[config.mk]
export PLATFORM = sky130hd
export DESIGN_NAME = diag_products_flat
export DESIGN_NICKNAME = d
export VERILOG_FILES = /design/src/design/mul_mode_pkg.sv /design/src/design/mul_arith_pkg.sv /design/src/design/approx_mul8.sv /design/src/design/lor_adder.sv /design/src/design/diag_products.sv /design/src/flat_wrapper.sv
export VERILOG_INCLUDE_DIRS = /design/src /design/src/include
export SDC_FILE = /design/constraint.sdc
export NUM_CORES = 1
export LEC_CHECK = 0
export BUFFER_PORTS_ARGS = -buffer_cell sky130_fd_sc_hd__buf_2
export CAP_MARGIN = 40
export CORE_MARGIN = 3
export CORE_UTILIZATION = 54
export CTS_BUF_LIST = sky130_fd_sc_hd__clkbuf_8
export CTS_CLUSTER_DIAMETER = 100
export DETAILED_ROUTE_END_ITERATION = 8
export PLACE_DENSITY = 0.83
export SLEW_MARGIN = 5
export SYNTH_ARGS = -nofsm -noshare
export SYNTH_HDL_FRONTEND = slang
export SYNTH_SLANG_ARGS = --single-unit
[constraint.sdc]
create_clock -name clk -period 4.6 [get_ports clk]
set_input_delay 0.23 -clock clk [delete_from_list [all_inputs] [get_ports clk]]
set_output_delay 0.23 -clock clk [all_outputs]
set_load 0.01 [all_outputs]
[src/include/approx_mul_macros.svh]
`ifndef APPROX_MUL_MACROS_SVH
`define APPROX_MUL_MACROS_SVH

// ----------------------------------------------------------------------
// operand geometry.
// ----------------------------------------------------------------------

// operand width.
`define A_W 8

// top-level split, high part sits above the low part.
`define HI_W 3
`define LO_W 5

// ----------------------------------------------------------------------
// lower-or bit counts, as used in approximate mode.
// ----------------------------------------------------------------------

// exact adders (cross terms and the 3x3 products).
`define LOR_NONE 0

// second adder inside the 5x5 low product.
`define LOR_LOW5 1

// final alignment adder.
`define LOR_FINAL 2

`endif

[src/design/mul_mode_pkg.sv]
package mul_mode_pkg;

    // ----------------------------------------------------------------------
    // accuracy mode, chosen per operation.
    // ----------------------------------------------------------------------

    typedef enum logic {
        MODE_APPROX = 1'b0,
        MODE_EXACT  = 1'b1
    } mode_e;

    // lower-or width that one adder really applies.
    // level is the width that adder uses in approximate mode.
    function automatic int unsigned lor_bits(mode_e mode, int unsigned level);
        int unsigned bits;
        case (mode)
            MODE_EXACT: begin
                bits = 0;
            end
            default: begin
                bits = level;
            end
        endcase
        return bits;
    endfunction

endpackage

[src/design/mul_arith_pkg.sv]
`include "approx_mul_macros.svh"

package mul_arith_pkg;

    // ----------------------------------------------------------------------
    // datapath word types.
    // ----------------------------------------------------------------------

    // one unsigned operand.
    typedef logic [`A_W-1:0] operand_t;

    // full product.
    typedef logic [2*`A_W-1:0] product_t;

    // high x high diagonal product.
    typedef logic [2*`HI_W-1:0] hi_prod_t;

    // low x low diagonal product.
    typedef logic [2*`LO_W-1:0] lo_prod_t;

    // sum of both cross products, one bit above a single 3x5 term.
    typedef logic [`HI_W+`LO_W:0] cross_sum_t;

endpackage

[src/design/approx_mul8.sv]
// ----------------------------------------------------------------------
// stage 1 buses into the combiner.
// ----------------------------------------------------------------------

interface diag_if;
    import mul_arith_pkg::*;
    import mul_mode_pkg::*;

    hi_prod_t hi_prod;
    lo_prod_t lo_prod;
    mode_e    mode;
    logic     valid;

    modport source (output hi_prod, lo_prod, mode, valid);
    modport sink   (input  hi_prod, lo_prod, mode, valid);
endinterface



[src/design/lor_adder.sv]
module lor_adder #(
    parameter int WIDTH_A = 8,
    parameter int WIDTH_B = 8,
    parameter int LOR     = 0
) (
    input  logic [WIDTH_A-1:0]                                 a,
    input  logic [WIDTH_B-1:0]                                 b,
    input  logic                                               exact,
    output logic [((WIDTH_A > WIDTH_B) ? WIDTH_A : WIDTH_B):0] sum
);

    import mul_mode_pkg::*;

    localparam int SUM_W = ((WIDTH_A > WIDTH_B) ? WIDTH_A : WIDTH_B) + 1;

    logic [SUM_W-1:0] a_ext;
    logic [SUM_W-1:0] b_ext;
    logic [SUM_W-1:0] low_mask;
    mode_e            mode;
    int unsigned      k;

    assign a_ext = SUM_W'(a);
    assign b_ext = SUM_W'(b);
    assign mode  = exact ? MODE_EXACT : MODE_APPROX;

    always_comb begin
        k = lor_bits(mode, LOR);
        for (int i = 0; i < SUM_W; i++) begin
            low_mask[i] = (i < k);
        end
    end

    // low bits cleared before the add, so no carry rises out of them.
    assign sum = ((a_ext & ~low_mask) + (b_ext & ~low_mask))
               | ((a_ext | b_ext) & low_mask);

endmodule

[src/design/diag_products.sv]
module diag_products (
    input  logic                    clk,
    input  logic                    rst_n,
    input  logic                    in_valid,
    input  mul_mode_pkg::mode_e     mode,
    input  mul_arith_pkg::operand_t a,
    input  mul_arith_pkg::operand_t b,
    diag_if.source                  dg
);

    import mul_arith_pkg::*;
    import mul_mode_pkg::*;

    logic exact;

    // 3x3 multiplies: [0] is high x high, [1] the low corner of the 5x5.
    logic [2:0] x3 [2];
    logic [2:0] y3 [2];
    logic [5:0] p3 [2];

    // 5x5 pieces, 2-bit high part over a 3-bit low part.
    logic [1:0] al_hi;
    logic [1:0] bl_hi;
    logic [3:0] m_hh;
    logic [4:0] m_hl;
    logic [4:0] m_lh;
    logic [5:0] m_cross;
    logic [7:0] m_sum;

    hi_prod_t hi_prod_d;
    lo_prod_t lo_prod_d;

    assign exact = (mode == MODE_EXACT);

    assign x3[0] = a[`A_W-1:`LO_W];
    assign y3[0] = b[`A_W-1:`LO_W];
    assign x3[1] = a[2:0];
    assign y3[1] = b[2:0];

    // ----------------------------------------------------------------------
    // 3x3 products, 1-bit high over 2-bit low.
    // ----------------------------------------------------------------------

    for (genvar g = 0; g < 2; g++) begin : g_mul3
        logic       q_hh;
        logic [1:0] q_hl;
        logic [1:0] q_lh;
        logic [3:0] q_ll;
        logic [2:0] q_cross;
        logic [3:0] q_sum;

        assign q_hh = x3[g][2] & y3[g][2];
        assign q_hl = x3[g][2] ? y3[g][1:0] : 2'b00;
        assign q_lh = y3[g][2] ? x3[g][1:0] : 2'b00;
        assign q_ll = {2'b00, x3[g][1:0]} * {2'b00, y3[g][1:0]};

        lor_adder #(
            .WIDTH_A(2),
            .WIDTH_B(2),
            .LOR    (`LOR_NONE)
        ) i_cross_add (
            .a    (q_hl),
            .b    (q_lh),
            .exact(exact),
            .sum  (q_cross)
        );

        lor_adder #(
            .WIDTH_A(3),
            .WIDTH_B(3),
            .LOR    (`LOR_NONE)
        ) i_final_add (
            .a    ({q_hh, q_ll[3:2]}),
            .b    (q_cross),
            .exact(exact),
            .sum  (q_sum)
        );

        assign p3[g] = {q_sum, q_ll[1:0]};
    end

    // ----------------------------------------------------------------------
    // 5x5 low product.
    // ----------------------------------------------------------------------

    assign al_hi = a[4:3];
    assign bl_hi = b[4:3];
    assign m_hh  = {2'b00, al_hi} * {2'b00, bl_hi};
    assign m_hl  = {3'b000, al_hi} * {2'b00, b[2:0]};
    assign m_lh  = {2'b00, a[2:0]} * {3'b000, bl_hi};

    lor_adder #(
        .WIDTH_A(5),
        .WIDTH_B(5),
        .LOR    (`LOR_NONE)
    ) i_low_cross_add (
        .a    (m_hl),
        .b    (m_lh),
        .exact(exact),
        .sum  (m_cross)
    );

    lor_adder #(
        .WIDTH_A(7),
        .WIDTH_B(6),
        .LOR    (`LOR_LOW5)
    ) i_low_final_add (
        .a    ({m_hh, p3[1][5:3]}),
        .b    (m_cross),
        .exact(exact),
        .sum  (m_sum)
    );

    // top bit of the sum never sets, the product fits in ten bits.
    assign lo_prod_d = lo_prod_t'({m_sum, p3[1][2:0]});
    assign hi_prod_d = p3[0];

    // stage 1 registers.
    always_ff @(posedge clk) begin
        if (!rst_n) begin
            dg.valid <= 1'b0;
        end else begin
            dg.valid <= in_valid;
        end
    end

    always_ff @(posedge clk) begin
        dg.hi_prod <= hi_prod_d;
        dg.lo_prod <= lo_prod_d;
        dg.mode    <= mode;
    end

endmodule

[src/flat_wrapper.sv]
// flat-port wrapper written by rule: the top's interface ports become plain ports
module diag_products_flat import mul_arith_pkg::*; import mul_mode_pkg::*;
  (clk, rst_n, in_valid, mode, a, b, dg_hi_prod, dg_lo_prod, dg_mode, dg_valid);
  diag_if dg_i ();
  input  logic clk;
  input  logic rst_n;
  input  logic in_valid;
  input  mul_mode_pkg::mode_e mode;
  input  mul_arith_pkg::operand_t a;
  input  mul_arith_pkg::operand_t b;
  output wire logic [$bits(dg_i.hi_prod)-1:0] dg_hi_prod;
  output wire logic [$bits(dg_i.lo_prod)-1:0] dg_lo_prod;
  output wire logic [$bits(dg_i.mode)-1:0] dg_mode;
  output wire logic [$bits(dg_i.valid)-1:0] dg_valid;
  assign dg_hi_prod = dg_i.hi_prod;
  assign dg_lo_prod = dg_i.lo_prod;
  assign dg_mode = dg_i.mode;
  assign dg_valid = dg_i.valid;
  diag_products u_core (.clk(clk), .rst_n(rst_n), .in_valid(in_valid), .mode(mode), .a(a), .b(b), .dg(dg_i));
endmodule
==> qor.yml <==
critPathCaptureType: "flip-flop"
grt_residual_overflow: 0
power_leakage_nw: 0.903
minimum_clock_period_after_layout_ns: 3.29
place_hpwl_mm: 2.12
vias_per_cell: 5.10
place_inst: 212
ys_warn_count: 0
cap_viol_max_count: 0
route.detailed.wl_per_inst_um: 11.5
gate_count_of_the_mapped_netlist: 147
routabilityCongestion: 0.808
yosysUniqueCellTypes: 25
synth-seq-cells: 18
global_route.usage.total: 0.167
flow.area_growth_from_synthesis_pct: 18.6
die_height_um: 57.0
use_met3: 0.0317
synth_fp_nets: 201
wire_length_of_the_first_global_routing_pass_mm: 4.28
timing.final.hold_violations: 0
max_clock_freq_mhz: 304
detailed_router_s_first_iteration_violation_count: 10
maximum_count_of_clock_buffers_along_a_single_path: 2
final_max_slew_viol_count: 0
syn_avg_cell_area_um2: 9.55
holdBufCountCts: 0
synth_top_area_frac: 0.257
post_cts_resized: 0
numPortBuffers: 37
drtPass1Iterations: 4
post-synth-top-area-cell: "sky130_fd_sc_hd__dfxtp_1"
grt.busiest_layer: "met2"
layout-drive-gt1-share: 0.219
grt_use_met1: 0.197
finish.cell_count_without_fillers: 215
post-cts-setup-buffers: 0
first_global_vias: 1076
cts_tree: "done"
die-width_um: 57.0
cts_root_buf: "sky130_fd_sc_hd__clkbuf_8"
worst_ir_drop_vdd_mv: 0.306
antenna_cells: 0
grt_max_degree: 10
synth.yosys.seq_area_share: 0.257
setup.worst_path.class: "input pin to flip-flop"
clock_buffers_created_by_tritoncts: 3
worst-endpoint-arrival_ns: 3.42
drtAntennaViolNets: 0
cts_sinks: 18
use_met2: 0.289
fin_setup_tns_ns: 0
design.final.nets: 243
drc_errors: 0
startpoint_type: "input pin"
slew_headroom: 0.764
cts_htree_levels: 1
synth_top_cells_by_area: "sky130_fd_sc_hd__dfxtp_1, sky130_fd_sc_hd__ha_1, sky130_fd_sc_hd__fa_1"
finalSetupViolCount: 0
cts.clk_slew.worst_paths_ns: 0.06
hold_path_class: "input pin to flip-flop"
tightest_slew_ns: 0.353
powerDensity_mw_per_mm2: 296
io-pin-count: 38
initial_core_util: 0.600
initial_antenna_violation_count: 0
final.period_utilization: 0.715
routed-via-count: 1097
drt-total-wl_mm: 2.47
data_required_time_at_the_worst_endpoint_ns: 4.73
placementRows: 17
grt_setup_unrepaired: "no"
crit_path_max_fanout: 5
run_status: "finished clean"
fp.dieArea_mm2: 0.00325
synth_area_mm2: 0.00140
core_area_mm2: 0.00234
stage by stage:
step,util,total power [mW],instance area (µm²),hold slack [ns],worst slack [ns]
after floorplan,-,0.329,1400,0.258,1.29
after global placement,0.694,0.388,1620,0.370,1.09
after detailed placement,0.694,0.395,1620,0.377,1.04
after CTS,0.712,0.500,1670,0.120,1.29
after global routing,0.712,0.534,1670,0.123,1.19
final,0.712,0.493,1670,0.123,1.31
synth_stat cells, drive strengths merged:
cell / n
and2: 25
inv: 23
ha: 22
dfxtp: 18
fa: 12
nand2: 12
nor2b: 5
a21oi: 4
nor2: 4
a21o: 2
nor3b: 2
o21a: 2
o21ai: 2
o21bai: 2
xnor2: 2
xor2: 2
a211o: 1
a211oi: 1
a221o: 1
a311oi: 1
o211ai: 1
o311ai: 1
o31a: 1
or3: 1
per-layer routing:
metal / wire, µm / part of all wire
met3: 169 / 0.068
met1: 1050 / 0.43
met4: 36 / 0.015
met5: 0 / 0
met2: 1210 / 0.49
layout by cell type, fill, tap and decap left out:
cell type,count
sky130_fd_sc_hd__a21o_1,2
sky130_fd_sc_hd__nor3b_1,2
sky130_fd_sc_hd__dfxtp_1,18
sky130_fd_sc_hd__nor2_1,4
sky130_fd_sc_hd__a21oi_1,4
sky130_fd_sc_hd__a221o_1,1
sky130_fd_sc_hd__o21a_1,2
sky130_fd_sc_hd__nor2b_2,1
sky130_fd_sc_hd__o311ai_0,1
sky130_fd_sc_hd__nor2b_1,4
sky130_fd_sc_hd__a211o_1,1
sky130_fd_sc_hd__buf_2,37
sky130_fd_sc_hd__a211oi_1,1
sky130_fd_sc_hd__inv_1,23
sky130_fd_sc_hd__o21ai_0,2
sky130_fd_sc_hd__xor2_1,2
sky130_fd_sc_hd__o31a_1,1
sky130_fd_sc_hd__xnor2_1,2
sky130_fd_sc_hd__fa_1,12
sky130_fd_sc_hd__o211ai_1,1
sky130_fd_sc_hd__a311oi_1,1
sky130_fd_sc_hd__nand2_1,12
sky130_fd_sc_hd__o21bai_1,2
sky130_fd_sc_hd__clkbuf_8,3
sky130_fd_sc_hd__ha_1,22
sky130_fd_sc_hd__or3_1,1
sky130_fd_sc_hd__and2_1,25
path summary, 6_finish.rpt:
kind | start | end | slack (ns) | cells past startpoint
worst max-delay path | a[1] | u_core.dg.lo_prod[8] | 1.31 | 12
worst min-delay path | mode | u_core.dg.mode | 0.12 | 1
power breakdown:
part	internal, mW	switching, mW
Combinational	0.0918	0.104
Sequential	0.188	0.00642
Clock	0.0579	0.0451
registers in the layout, indices dropped and copies added, names as in the netlist:
name,cells
u_core.dg.mode,1
u_core.dg.lo_prod,10
u_core.dg.valid,1
u_core.dg.hi_prod,6
cell families after synthesis:
family | count (synthesis) | share of synthesized area
AOI/OAI and AO/OA | 19 | 0.0963
buffers and inverters | 23 | 0.0615
DFF | 18 | 0.257
and+or+nand+nor | 49 | 0.193
adders and majority gates | 34 | 0.367
xor gates and xnor gates | 4 | 0.0250
critical path, cell delays in order:
cell and delay (ns):
sky130_fd_sc_hd__buf_2 0.13, sky130_fd_sc_hd__and2_1 0.17, sky130_fd_sc_hd__fa_1 0.50, sky130_fd_sc_hd__fa_1 0.54, sky130_fd_sc_hd__ha_1 0.31, sky130_fd_sc_hd__a21o_1 0.16
sky130_fd_sc_hd__a21oi_1 0.17, sky130_fd_sc_hd__xor2_1 0.16, sky130_fd_sc_hd__ha_1 0.28, sky130_fd_sc_hd__nor2b_2 0.17, sky130_fd_sc_hd__a221o_1 0.34, sky130_fd_sc_hd__a211o_1 0.26
area by class of cell:
type	instances	area, µm²
Clock buffer	3	41.3
Fill cell	202	674
Tap cell	28	35.0
Timing Repair Buffer	37	185
Multi-Input combinational cell	106	957
Sequential cell	18	360
Inverter	23	86.3
Note: power is estimated with default switching activity, not from simulation.
