### src/include/approx_mul_macros.svh
`ifndef APPROX_MUL_MACROS_SVH
`define APPROX_MUL_MACROS_SVH

// ----------------------------------------------------------------------
// operand geometry.
// ----------------------------------------------------------------------

// operand width.
`define A_W 8

// top-level split, high part sits above the low part.
`define HI_W 3
`define LO_W 5

// ----------------------------------------------------------------------
// lower-or bit counts, as used in approximate mode.
// ----------------------------------------------------------------------

// exact adders (cross terms and the 3x3 products).
`define LOR_NONE 0

// second adder inside the 5x5 low product.
`define LOR_LOW5 1

// final alignment adder.
`define LOR_FINAL 2

`endif

### src/design/mul_mode_pkg.sv
package mul_mode_pkg;

    // ----------------------------------------------------------------------
    // accuracy mode, chosen per operation.
    // ----------------------------------------------------------------------

    typedef enum logic {
        MODE_APPROX = 1'b0,
        MODE_EXACT  = 1'b1
    } mode_e;

    // lower-or width that one adder really applies.
    // level is the width that adder uses in approximate mode.
    function automatic int unsigned lor_bits(mode_e mode, int unsigned level);
        int unsigned bits;
        case (mode)
            MODE_EXACT: begin
                bits = 0;
            end
            default: begin
                bits = level;
            end
        endcase
        return bits;
    endfunction

endpackage

### src/design/mul_arith_pkg.sv
`include "approx_mul_macros.svh"

package mul_arith_pkg;

    // ----------------------------------------------------------------------
    // datapath word types.
    // ----------------------------------------------------------------------

    // one unsigned operand.
    typedef logic [`A_W-1:0] operand_t;

    // full product.
    typedef logic [2*`A_W-1:0] product_t;

    // high x high diagonal product.
    typedef logic [2*`HI_W-1:0] hi_prod_t;

    // low x low diagonal product.
    typedef logic [2*`LO_W-1:0] lo_prod_t;

    // sum of both cross products, one bit above a single 3x5 term.
    typedef logic [`HI_W+`LO_W:0] cross_sum_t;

endpackage

### src/design/approx_mul8.sv


interface cross_if;
    import mul_arith_pkg::*;
    import mul_mode_pkg::*;

    cross_sum_t cross_sum;
    mode_e      mode;
    logic       valid;

    modport source (output cross_sum, mode, valid);
    modport sink   (input  cross_sum, mode, valid);
endinterface


### src/design/lor_adder.sv
module lor_adder #(
    parameter int WIDTH_A = 8,
    parameter int WIDTH_B = 8,
    parameter int LOR     = 0
) (
    input  logic [WIDTH_A-1:0]                                 a,
    input  logic [WIDTH_B-1:0]                                 b,
    input  logic                                               exact,
    output logic [((WIDTH_A > WIDTH_B) ? WIDTH_A : WIDTH_B):0] sum
);

    import mul_mode_pkg::*;

    localparam int SUM_W = ((WIDTH_A > WIDTH_B) ? WIDTH_A : WIDTH_B) + 1;

    logic [SUM_W-1:0] a_ext;
    logic [SUM_W-1:0] b_ext;
    logic [SUM_W-1:0] low_mask;
    mode_e            mode;
    int unsigned      k;

    assign a_ext = SUM_W'(a);
    assign b_ext = SUM_W'(b);
    assign mode  = exact ? MODE_EXACT : MODE_APPROX;

    always_comb begin
        k = lor_bits(mode, LOR);
        for (int i = 0; i < SUM_W; i++) begin
            low_mask[i] = (i < k);
        end
    end

    // low bits cleared before the add, so no carry rises out of them.
    assign sum = ((a_ext & ~low_mask) + (b_ext & ~low_mask))
               | ((a_ext | b_ext) & low_mask);

endmodule

### src/design/cross_products.sv
module cross_products (
    input  logic                    clk,
    input  logic                    rst_n,
    input  logic                    in_valid,
    input  mul_mode_pkg::mode_e     mode,
    input  mul_arith_pkg::operand_t a,
    input  mul_arith_pkg::operand_t b,
    cross_if.source                 cr
);

    import mul_arith_pkg::*;
    import mul_mode_pkg::*;

    logic [`HI_W-1:0] a_hi;
    logic [`HI_W-1:0] b_hi;
    logic [`LO_W-1:0] a_lo;
    logic [`LO_W-1:0] b_lo;
    logic [`A_W-1:0]  p_hl;
    logic [`A_W-1:0]  p_lh;
    cross_sum_t       sum_d;

    assign a_hi = a[`A_W-1:`LO_W];
    assign b_hi = b[`A_W-1:`LO_W];
    assign a_lo = a[`LO_W-1:0];
    assign b_lo = b[`LO_W-1:0];

    // 3x5 terms are exact, each fits the operand width.
    assign p_hl = `A_W'(a_hi) * `A_W'(b_lo);
    assign p_lh = `A_W'(a_lo) * `A_W'(b_hi);

    lor_adder #(
        .WIDTH_A(`A_W),
        .WIDTH_B(`A_W),
        .LOR    (`LOR_NONE)
    ) i_cross_add (
        .a    (p_hl),
        .b    (p_lh),
        .exact(mode == MODE_EXACT),
        .sum  (sum_d)
    );

    // stage 1 registers.
    always_ff @(posedge clk) begin
        if (!rst_n) begin
            cr.valid <= 1'b0;
        end else begin
            cr.valid <= in_valid;
        end
    end

    always_ff @(posedge clk) begin
        cr.cross_sum <= sum_d;
        cr.mode      <= mode;
    end

endmodule

### src/flat_wrapper.sv
// flat-port wrapper written by rule: the top's interface ports become plain ports
module cross_products_flat import mul_arith_pkg::*; import mul_mode_pkg::*;
  (clk, rst_n, in_valid, mode, a, b, cr_cross_sum, cr_mode, cr_valid);
  cross_if cr_i ();
  input  logic clk;
  input  logic rst_n;
  input  logic in_valid;
  input  mul_mode_pkg::mode_e mode;
  input  mul_arith_pkg::operand_t a;
  input  mul_arith_pkg::operand_t b;
  output wire logic [$bits(cr_i.cross_sum)-1:0] cr_cross_sum;
  output wire logic [$bits(cr_i.mode)-1:0] cr_mode;
  output wire logic [$bits(cr_i.valid)-1:0] cr_valid;
  assign cr_cross_sum = cr_i.cross_sum;
  assign cr_mode = cr_i.mode;
  assign cr_valid = cr_i.valid;
  cross_products u_core (.clk(clk), .rst_n(rst_n), .in_valid(in_valid), .mode(mode), .a(a), .b(b), .cr(cr_i));
endmodule
### config.mk
export PLATFORM = sky130hd
export DESIGN_NAME = cross_products_flat
export DESIGN_NICKNAME = d
export VERILOG_FILES = /design/src/design/mul_mode_pkg.sv /design/src/design/mul_arith_pkg.sv /design/src/design/approx_mul8.sv /design/src/design/lor_adder.sv /design/src/design/cross_products.sv /design/src/flat_wrapper.sv
export VERILOG_INCLUDE_DIRS = /design/src /design/src/include
export SDC_FILE = /design/constraint.sdc
export NUM_CORES = 1
export LEC_CHECK = 0
export BUFFER_PORTS_ARGS = -buffer_cell sky130_fd_sc_hd__buf_2
export CAP_MARGIN = 20
export CORE_UTILIZATION = 45
export DETAILED_ROUTE_END_ITERATION = 7
export MAX_ROUTING_LAYER = met4
export PLACE_DENSITY = 0.66
export SYNTH_ARGS = -nofsm -noshare
export SYNTH_HDL_FRONTEND = slang
export SYNTH_SLANG_ARGS = --single-unit
### constraint.sdc
create_clock -name clk -period 4.8 [get_ports clk]
set_clock_uncertainty 0.2 [all_clocks]
set_input_delay 0.96 -clock clk [delete_from_list [all_inputs] [get_ports clk]]
set_output_delay 0.96 -clock clk [all_outputs]
set_load 0.005 [all_outputs]
==> run_results.csv, run 1 <==
group,metric,value,unit
global_route,grt-ovfl-total,0,
synth,synth_simple_gate_area_share,18.6,%
timing,clock.fmax,245,MHz
power,power-per-cell-area,317,nW/um^2
synth,synth_warnings,0,
synth,synthTopCellsByArea,"fa_1 31%, dfxtp_1 20%, ha_1 15%, and2_1 12%, inv_1 6.1%",
layout,final_cell_mix,"30 x buf_2, 22 x and2_1, 18 x inv_1",
synth,synth.top_cell.area_share,30.7,%
drt,wl_per_cell,10.4,um
drt,drc,0,
floorplanning,rows,17,
drt,wl,1790,um
hold_path,hold_end,"u_core.cr.mode$_DFF_P_",
worst_setup_path,path_max_fanout,5,
global_route,grt_pass1_wl,3390,um
drt,viasPerCell,4.86,
layout,synthToLayoutAreaGrowth,19.1,%
worst_setup_path,path_cells,"buf_2 -> and2_1 -> fa_1 -> inv_1 -> fa_1 -> fa_1 -> inv_1 -> ha_1 -> fa_1 -> a211oi_1 -> o21bai_1 -> a21o_1",
job,cap_violations,0,
worst_setup_path,cpMostUsedCell,"fa_1",
timing,setup_viol_count_final,0,
outcome,status,"finished, final reports clean",
floorplanning,initial_core_util,48.7,%
cts,cts_repair_resize_count,0,
synth,seq_area_frac_synth,19.9,%
timing,drv_slew,0,
cts,post_cts_buffers,0,
hold_path,hold_path_class,"input port to flip-flop",
global_route,antenna_found_initial,0,
timing,timing.final.ws_setup,0.726,ns
synth,synth_compound_area_share,8.47,%
floorplanning,die_w,51.6,um
synth,synth_largest_area_cell,"fa_1",
placement,placed_cells,169,
timing,layout_min_cycle_time,4.07,ns
cts,cts_tree,"built",
worst_setup_path,slowest_delay,0.54,ns
timing,max_slew_margin,79.6,%
layout,drive_above_1_share,23.4,%
power,leakage,0.716,nW
placement,port_buffers,30,
synth,muxShareOfSynthArea,0,%
synth,synthFlopType,"dfxtp_1",
hold_path,hp-start,"mode",
cts,hold_buffers,0,
floorplanning,io_pins,31,
timing,setup-tns-final,0,ns
layout,layout_commonest_cell,"buf_2",
layout,layout.nets,196,
worst_setup_path,crit_type,"input port to flip-flop",
timing,fin_crit_sh,84.9,%
drt,postRouteAntennaNets,0,
worst_setup_path,cp_slowest_cell,"fa_1",
power,peakVddDrop,0.218,mV
cts,clk_root_buffer_cell,"clkbuf_4",
synth,syn_nets,161,
drt,drt-pass1-iter-count,4,
worst_setup_path,crit_path_start_kind,"input port",
worst_setup_path,endpoint_kind,"flip-flop",
synth,syn_area,1110,sq um
synth,synth_edf_count,0,
global_route,grt_pass1_vias,798,
synth,synth_seq_cells,11,
global_route,track_usage,17.7,%
cts,path_clk_slew,0.07,ns
synth,synth_top_family_by_area,"adder cells",
synth,avgSynthCellArea,9.99,sq um
timing,hold_viol,0,
timing,tightest_slew,0.305,ns
synth,synth_cells,111,
synth,synthArstFlopShare,0,%
floorplanning,fp.dieH,51.6,um
floorplanning,core_area,2280,sq um
worst_setup_path,worstPathRequired,4.76,ns
layout,final_cells,173,
placement,place_hpwl,1610,um
layout,diodes,0,
worst_setup_path,cp.arrival,4.04,ns
hold_path,hold_depth,1,
synth,synth_cell_type_count,20,
cts,cts_buffers,3,
global_route,grt_max_degree,7,
cts,cts_num_sinks,11,
placement,gp_congestion,0.768,
synth,synthXorXnorAreaFrac,1.58,%
synth,synth_fa_ha_area_share,45.4,%
drt,num_vias,840,
placement,pre_cts_slack,0.430,ns
timing,rsz0062_at_grt,"false",
floorplanning,die-area,2670,sq um
cts,ctsHtreeMaxLevel,1,
cts,cts.path.max_buffers,2,
drt,first_iter_violations,17,
metrics by stage:
stage	instance area [sq um]	hold slack, ns	power [mW]	util, %
2_1_floorplan	1110	0.788	0.297	-
3_3_place_gp	1290	0.862	0.363	56.8
3_5_place_dp	1290	0.864	0.364	56.8
4_1_cts	1320	0.595	0.426	58.0
5_1_grt	1320	0.580	0.473	58.0
6_report	1320	0.602	0.418	58.0
logic make-up (layout without fill, tap and decap cells):
kind of cell,after synthesis,in the layout
adder cells (fa/ha/maj),30,30
AND/OR/NAND/NOR,37,37
buffers and inverters,18,52
flip-flops,11,11
AO/OA/AOI/OAI,13,13
XOR/XNOR,2,2
where the power goes:
part | total (mW) | switching (mW) | internal [mW] | leakage [nW]
logic | 0.230 | 0.119 | 0.111 | 0.608
clock network | 0.0606 | 0.0286 | 0.0320 | 0.0150
registers | 0.128 | 0.00508 | 0.123 | 0.0923
cell usage after synthesis, types with 2 or more instances:
| cell | number |
|---|---|
| and2_1 | 22 |
| inv_1 | 18 |
| fa_1 | 17 |
| ha_1 | 13 |
| dfxtp_1 | 11 |
| nand2_1 | 9 |
| a211oi_1 | 3 |
| a21o_1 | 3 |
| nor2_1 | 3 |
| o21ai_0 | 2 |
critical path, delay by kind of cell:
family / cells / cell delay (ns)
AO/OA/AOI/OAI: 3 / 0.50
AND/OR/NAND/NOR: 1 / 0.17
buffers and inverters: 3 / 0.22
adder cells (fa/ha/maj): 5 / 2.19
worst max path at each step:
stage	endpoint	from	slack [ns]	cells past startpoint
floorplan	u_core.cr.cross_sum[8]$_DFF_P_	a[7]	0.68	11
global route	u_core.cr.cross_sum[8]$_DFF_P_	a[7]	0.60	12
finish	u_core.cr.cross_sum[8]$_DFF_P_	a[7]	0.73	12
CTS	u_core.cr.cross_sum[8]$_DFF_P_	a[7]	0.72	12
detailed placement	u_core.cr.cross_sum[8]$_DFF_P_	a[7]	0.43	12
global placement	u_core.cr.cross_sum[8]$_DFF_P_	a[7]	0.47	12
area by class of cell:
cell class	count	area [sq um]
clock buffers	4	26.3
multi-input cells	82	821
well taps	28	35.0
fillers	222	956
flip-flops and latches	11	220
inverters	18	67.6
repair buffers	30	150
layer usage:
layer / vias up / GRT usage (%) / part of all wire [%] / wire, um
met3: 2 / 5.26 / 4.6 / 83
met5: - / - / 0 / 0
met2: 18 / 28.1 / 49 / 878
met4: 0 / 2.70 / 0.50 / 9
met1: 400 / 23.0 / 46 / 823
li1: 420 / - / - / -
sequential cells by signal, indices dropped and copies added (netlist names):
register	count
u_core.cr.cross_sum	9
u_core.cr.mode	1
u_core.cr.valid	1
(Power assumes the default switching activity.)
==> run 2: changes to the inputs <==
--- a/config.mk
+++ b/config.mk
@@ -6,12 +6,13 @@
 export SDC_FILE = /design/constraint.sdc
 export NUM_CORES = 1
 export LEC_CHECK = 0
+export ABC_AREA = 1
 export BUFFER_PORTS_ARGS = -buffer_cell sky130_fd_sc_hd__buf_2
 export CAP_MARGIN = 20
 export CORE_UTILIZATION = 45
 export DETAILED_ROUTE_END_ITERATION = 7
 export MAX_ROUTING_LAYER = met4
-export PLACE_DENSITY = 0.66
+export PLACE_DENSITY = 0.69
 export SYNTH_ARGS = -nofsm -noshare
 export SYNTH_HDL_FRONTEND = slang
 export SYNTH_SLANG_ARGS = --single-unit
==> constraint.sdc (replaced) <==
create_clock -name clk -period 3.5 [get_ports clk]
set_clock_uncertainty 0.2 [all_clocks]
set_input_delay 0.7 -clock clk [delete_from_list [all_inputs] [get_ports clk]]
set_output_delay 0.7 -clock clk [all_outputs]
set_load 0.005 [all_outputs]
==> run_results.csv, run 2 <==
group,metric,value,unit
placement,pre_cts_slack,-0.217,ns
cts,clk_root_buffer_cell,"clkbuf_4",
drt,num_vias,948,
layout,reg_top3,"u_core.cr.cross_sum: 9 flops, u_core.cr.mode: 1 flops, u_core.cr.valid: 1 flops",
outcome,status,"finished, final reports clean",
floorplanning,core_area,2280,sq um
hold_path,hold_path_class,"input port to flip-flop",
placement,gp_congestion,0.779,
drt,drt-pass1-iter-count,4,
worst_setup_path,cp_slowest_cell,"fa_1",
layout,largest_reg_flops,9,
synth,synthFlopType,"dfxtp_1",
floorplanning,io_pins,31,
worst_setup_path,cp.arrival,3.34,ns
synth,synth_cells,139,
power,peakVddDrop,0.387,mV
cts,post_cts_buffers,0,
timing,layout_min_cycle_time,3.39,ns
cts,path_clk_slew,0.07,ns
layout,layout_commonest_cell,"inv_1",
layout,synthToLayoutAreaGrowth,27.5,%
synth,syn_nets,189,
synth,seq_area_frac_synth,19.6,%
layout,final_util,63.0,%
layout,final_cell_mix,"45 x inv_1, 41 x nand2_1, 30 x buf_2",
worst_setup_path,cp_num_buf_inv,4,
global_route,grt_pass1_wl,3910,um
synth,avgSynthCellArea,8.09,sq um
timing,fin_crit_sh,96.9,%
drt,wl,2000,um
synth,synth_warnings,0,
worst_setup_path,crit_path_start_kind,"input port",
drt,postRouteAntennaNets,0,
cts,cts_repair_resize_count,0,
cts,cts.path.max_buffers,2,
worst_setup_path,crit_type,"input port to flip-flop",
synth,synth_top_cells_by_count,"45 x inv_1, 41 x nand2_1, 17 x fa_1",
floorplanning,initial_core_util,49.4,%
layout,drive_above_1_share,26.2,%
global_route,grt-ovfl-total,0,
layout,multi_input_area,758,sq um
synth,syn_area,1120,sq um
cts,hold_buffers,0,
synth,synth_cell_type_count,13,
drt,first_iter_violations,8,
cts,ctsHtreeMaxLevel,1,
worst_setup_path,worstPathRequired,3.45,ns
cts,cts_buffers,3,
layout,largest_register,"u_core.cr.cross_sum",
worst_setup_path,path_cells,"buf_2 -> nand2_1 -> inv_1 -> fa_1 -> inv_1 -> fa_1 -> fa_1 -> inv_1 -> ha_2 -> fa_2 -> nand3_2 -> nand2_1 -> xor2_1",
synth,synth_largest_area_cell,"fa_1",
layout,layout.nets,234,
synth,synth_seq_cells,11,
synth,synthTopCellsByArea,"fa_1 30%, dfxtp_1 20%, inv_1 15%, ha_1 14%, nand2_1 14%",
layout,fillers,198,
timing,timing.final.ws_setup,0.109,ns
timing,drv_slew,0,
worst_setup_path,path_max_fanout,3,
global_route,grt_max_degree,7,
worst_setup_path,slowest_delay,0.53,ns
layout,layout.area.seq,220,sq um
global_route,antenna_found_initial,0,
drt,viasPerCell,4.49,
drt,drc,0,
floorplanning,fp.dieH,52.0,um
hold_path,hp-start,"mode",
power,leakage,0.927,nW
cts,cts_num_sinks,11,
worst_setup_path,endpoint_kind,"flip-flop",
synth,synth_edf_count,0,
timing,setup_viol_count_final,0,
timing,clock.fmax,295,MHz
power,power-per-cell-area,443,nW/um^2
worst_setup_path,crit_start,"a[7]",
cts,cts_tree,"built",
floorplanning,die_w,52.0,um
synth,synthArstFlopShare,0,%
global_route,grt_pass1_vias,1036,
drt,wl_per_cell,9.48,um
global_route,track_usage,20.1,%
floorplanning,die-area,2700,sq um
synth,synth_most_common_cell,"inv_1",
timing,max_slew_margin,87.5,%
placement,port_buffers,30,
placement,place_hpwl,1870,um
worst_setup_path,path_delay_family,"adder cells",
timing,hold_slack,0.341,ns
synth,synth.top_cell.area_share,30.3,%
timing,hold_viol,0,
floorplanning,rows,17,
layout,diodes,0,
timing,tightest_slew,0.188,ns
timing,rsz0062_at_grt,"false",
job,cap_violations,0,
[run 2: cell count changes after synthesis, sizes merged, moves of 2 or more]
cell and change:
a211oi -3, nand2 +32, nor2 -2, a21o -3
inv +27, a21oi +2, o21ai -2, and2 -22
nand3 +3
[run 2: cell families (layout without fill, tap and decap cells)]
logic type,count (synthesis),in the layout,synth area share (%)
AOI/OAI and AO/OA,4,4,2.00
buffers and inverters,45,89,15.0
and+or+nand+nor,46,46,16.4
xor gates and xnor gates,3,3,2.34
DFF,11,11,19.6
adders and majority gates,30,30,44.7
[run 2: routing by layer]
layer / up-vias / global-route usage, % / part of all wire, % / wire, um
li1: 487 / - / - / -
met1: 441 / 21.7 / 41 / 813
met2: 20 / 38.5 / 54 / 1090
met3: 0 / 5.26 / 4.8 / 97
met4: 0 / 0 / 0 / 0
met5: - / - / 0 / 0
[run 2: layout make-up]
class	instances	share of cell area [%]
repair buffers	40	15.7
multi-input cells	83	52.9
clock buffers	4	1.83
flip-flops and latches	11	15.4
inverters	45	11.8
well taps	28	2.44
[run 2: final timing paths]
path / cells after the start / end / slack, ns
worst max-delay path: 13 / u_core.cr.cross_sum[6]$_DFF_P_ / 0.11
worst min-delay path: 1 / u_core.cr.mode$_DFF_P_ / 0.34
[run 2: report_power, final]
group          switching [mW]  internal (mW)  total (mW)
logic                   0.193          0.184       0.377
registers             0.00832          0.169       0.177
clock network          0.0374         0.0439      0.0813
[run 2: metrics by stage]
| stage | instance area, sq um | instances | power (mW) | setup TNS (ns) |
|---|---|---|---|---|
| after floorplan | 1130 | 139 | 0.402 | 0 |
| after global placement | 1400 | 207 | 0.530 | -0.607 |
| after detailed placement | 1400 | 207 | 0.547 | -0.789 |
| after CTS | 1420 | 211 | 0.631 | 0 |
| after global routing | 1430 | 211 | 0.715 | 0 |
| final | 1430 | 211 | 0.636 | 0 |
==> run 3: changes to the inputs <==
--- a/config.mk
+++ b/config.mk
@@ -10,9 +10,11 @@
 export BUFFER_PORTS_ARGS = -buffer_cell sky130_fd_sc_hd__buf_2
 export CAP_MARGIN = 20
 export CORE_UTILIZATION = 45
+export CTS_CLUSTER_DIAMETER = 150
 export DETAILED_ROUTE_END_ITERATION = 7
 export MAX_ROUTING_LAYER = met4
-export PLACE_DENSITY = 0.69
+export PLACE_DENSITY = 0.67
 export SYNTH_ARGS = -nofsm -noshare
 export SYNTH_HDL_FRONTEND = slang
+export SYNTH_HIERARCHICAL = 1
 export SYNTH_SLANG_ARGS = --single-unit
==> run_results.csv, run 3 <==
group,metric,value,unit
timing,rsz0062_at_grt,"false",
global_route,grt_pass1_vias,1076,
timing,tightest_slew,0.174,ns
drt,drt-pass1-iter-count,6,
floorplanning,fp.dieH,56.9,um
drt,viasPerCell,4.60,
worst_setup_path,worstPathRequired,3.47,ns
synth,synth_top_cells_by_count,"73 x nand2_1, 37 x inv_1, 22 x ha_1",
worst_setup_path,crit_path_start_kind,"input port",
layout,layout.nets,281,
global_route,antenna_found_initial,0,
synth,synth_most_common_cell,"nand2_1",
synth,synth_seq_cells,11,
cts,cts_repair_resize_count,0,
global_route,grt-ovfl-total,0,
global_route,track_usage,16.9,%
hold_path,hold_depth,1,
floorplanning,die_w,56.9,um
floorplanning,io_pins,31,
drt,postRouteAntennaNets,0,
layout,final_util,56.6,%
power,leakage,1.05,nW
cts,cts_buffers,3,
drt,wl_per_cell,8.52,um
cts,hold_buffers,0,
floorplanning,die-area,3240,sq um
placement,gp_congestion,0.804,
power,power-per-cell-area,389,nW/um^2
global_route,grt_pass1_wl,4190,um
synth,syn_nets,244,
layout,drive_above_1_share,20.1,%
cts,cts_tree,"built",
timing,clock.fmax,310,MHz
layout,synthToLayoutAreaGrowth,17.0,%
worst_setup_path,cp.arrival,3.20,ns
layout,layout_commonest_cell,"nand2_1",
cts,path_clk_slew,0.07,ns
hold_path,hp-start,"mode",
outcome,violations,"design-rule violations",
floorplanning,core_area,2810,sq um
placement,port_buffers,30,
synth,synth_cell_type_count,19,
timing,setup_viol_count_final,0,
layout,final_cells,260,
worst_setup_path,crit_type,"input port to flip-flop",
synth,synth_cells,193,
timing,drv_slew,0,
synth,synthArstFlopShare,0,%
layout,largest_reg_flops,9,
cts,post_cts_buffers,0,
worst_setup_path,endpoint_kind,"flip-flop",
placement,place_hpwl,2040,um
layout,reg_top3,"u_core/cr.cross_sum: 9 flops, u_core/cr.mode: 1 flops, u_core/cr.valid: 1 flops",
drt,num_vias,1196,
power,peakVddDrop,0.134,mV
cts,ctsHtreeMaxLevel,1,
layout,diodes,0,
layout,largest_register,"u_core/cr.cross_sum",
synth,synth_warnings,6,
timing,layout_min_cycle_time,3.23,ns
synth,synthTopCellsByArea,"ha_1 20%, nand2_1 20%, dfxtp_1 16%, fa_1 13%, inv_1 10%",
synth,avgSynthCellArea,7.03,sq um
worst_setup_path,path_max_fanout,5,
synth,syn_area,1360,sq um
cts,cts.path.max_buffers,2,
floorplanning,rows,19,
placement,placed_cells,256,
job,cap_violations,0,
outcome,status,"finished with violations",
hold_path,hold_end,"u_core/cr.mode$_DFF_P_",
cts,clk_root_buffer_cell,"clkbuf_4",
synth,synthFlopType,"dfxtp_1",
drt,wl,2220,um
power,p_total,0.617,mW
cts,cts_num_sinks,11,
global_route,grt_max_degree,7,
floorplanning,initial_core_util,48.3,%
layout,final_cell_mix,"73 x nand2_1, 37 x inv_1, 30 x buf_2",
timing,max_slew_margin,88.4,%
synth,seq_area_frac_synth,16.2,%
drt,drc,6,
drt,first_iter_violations,27,
synth,synth_largest_area_cell,"ha_1",
timing,fin_crit_sh,92.2,%
hold_path,hold_path_class,"input port to flip-flop",
timing,hold_viol,0,
synth,synth_edf_count,0,
synth,synth.top_cell.area_share,20.3,%
[run 3: cell types whose count changed in the layout (fill, tap and decap cells not counted), moves of 3 or more]
cell and change:
a21oi_1 +3, nand2_1 +32, nand3b_1 +4, ha_1 +11, nor2_1 +3, inv_1 -8, nand2_2 +4, buf_4 -8
nand3_1 +8, fa_1 -7, or2_4 +3
[run 3: how the worst max path moves through the flow]
stage	start	end	slack [ns]	cells past startpoint
global route	b[7]	u_core/cr.cross_sum[7]$_DFF_P_	0.09	17
detailed placement	a[7]	u_core/cr.cross_sum[7]$_DFF_P_	-0.003	17
floorplan	b[0]	u_core/cr.cross_sum[7]$_DFF_P_	0.26	16
finish	a[7]	u_core/cr.cross_sum[7]$_DFF_P_	0.27	17
CTS	a[7]	u_core/cr.cross_sum[7]$_DFF_P_	0.25	17
global placement	a[7]	u_core/cr.cross_sum[7]$_DFF_P_	0.07	17
[run 3: final cells by class]
type,instances,area [sq um]
Tap cell,31,38.8
Fill cell,280,1220
Inverter,38,143
Timing Repair Buffer,32,165
Sequential cell,11,220
Clock buffer,4,26.3
Multi-Input combinational cell,144,993
[run 3: where the power goes]
group          total [mW]  switching, mW  internal (mW)
Combinational       0.361          0.192          0.169
Sequential          0.173        0.00649          0.166
Clock              0.0836         0.0395         0.0441
[run 3: through the flow]
stage	hold slack, ns	TNS [ns]	worst slack (ns)	cell area (sq um)
2_1_floorplan	0.528	0	0.255	1360
6_report	0.329	0	0.273	1590
3_3_place_gp	0.605	0	0.0682	1560
5_1_grt	0.322	0	0.0911	1590
4_1_cts	0.325	0	0.255	1590
3_5_place_dp	0.607	-0.00340	-0.00340	1560
[run 3: logic make-up (layout without fill, tap and decap cells)]
| family | count (synthesis) | count (layout) | synth area share (%) |
|---|---|---|---|
| compound gates | 6 | 6 | 2.21 |
| xor+xnor | 5 | 5 | 3.23 |
| fa+ha+maj | 31 | 31 | 33.6 |
| buf+inv | 38 | 74 | 10.5 |
| flops | 11 | 11 | 16.2 |
| simple gates | 102 | 102 | 34.2 |
[run 3: worst max-delay path: stages]
cell and delay [ns]:
buf_2 0.12, nand2_1 0.08, fa_1 0.53, inv_1 0.04
ha_1 0.21, fa_1 0.40, nand2_1 0.09, nand2_1 0.06
nand3b_1 0.08, nand2_1 0.07, ha_1 0.34, nand2_2 0.08
inv_1 0.04, a21oi_1 0.17, nand2_1 0.08, nand2_1 0.06
nand2_1 0.04
[run 3: per-layer routing]
layer / routed length, um / part of all wire (%) / vias up / GRT usage [%]
met5: 0 / 0 / - / -
met4: 54 / 2.4 / 0 / 8.36
met3: 68 / 3.1 / 5 / 1.38
met2: 1020 / 46 / 28 / 27.9
met1: 1070 / 48 / 501 / 20.7
li1: - / - / 662 / -
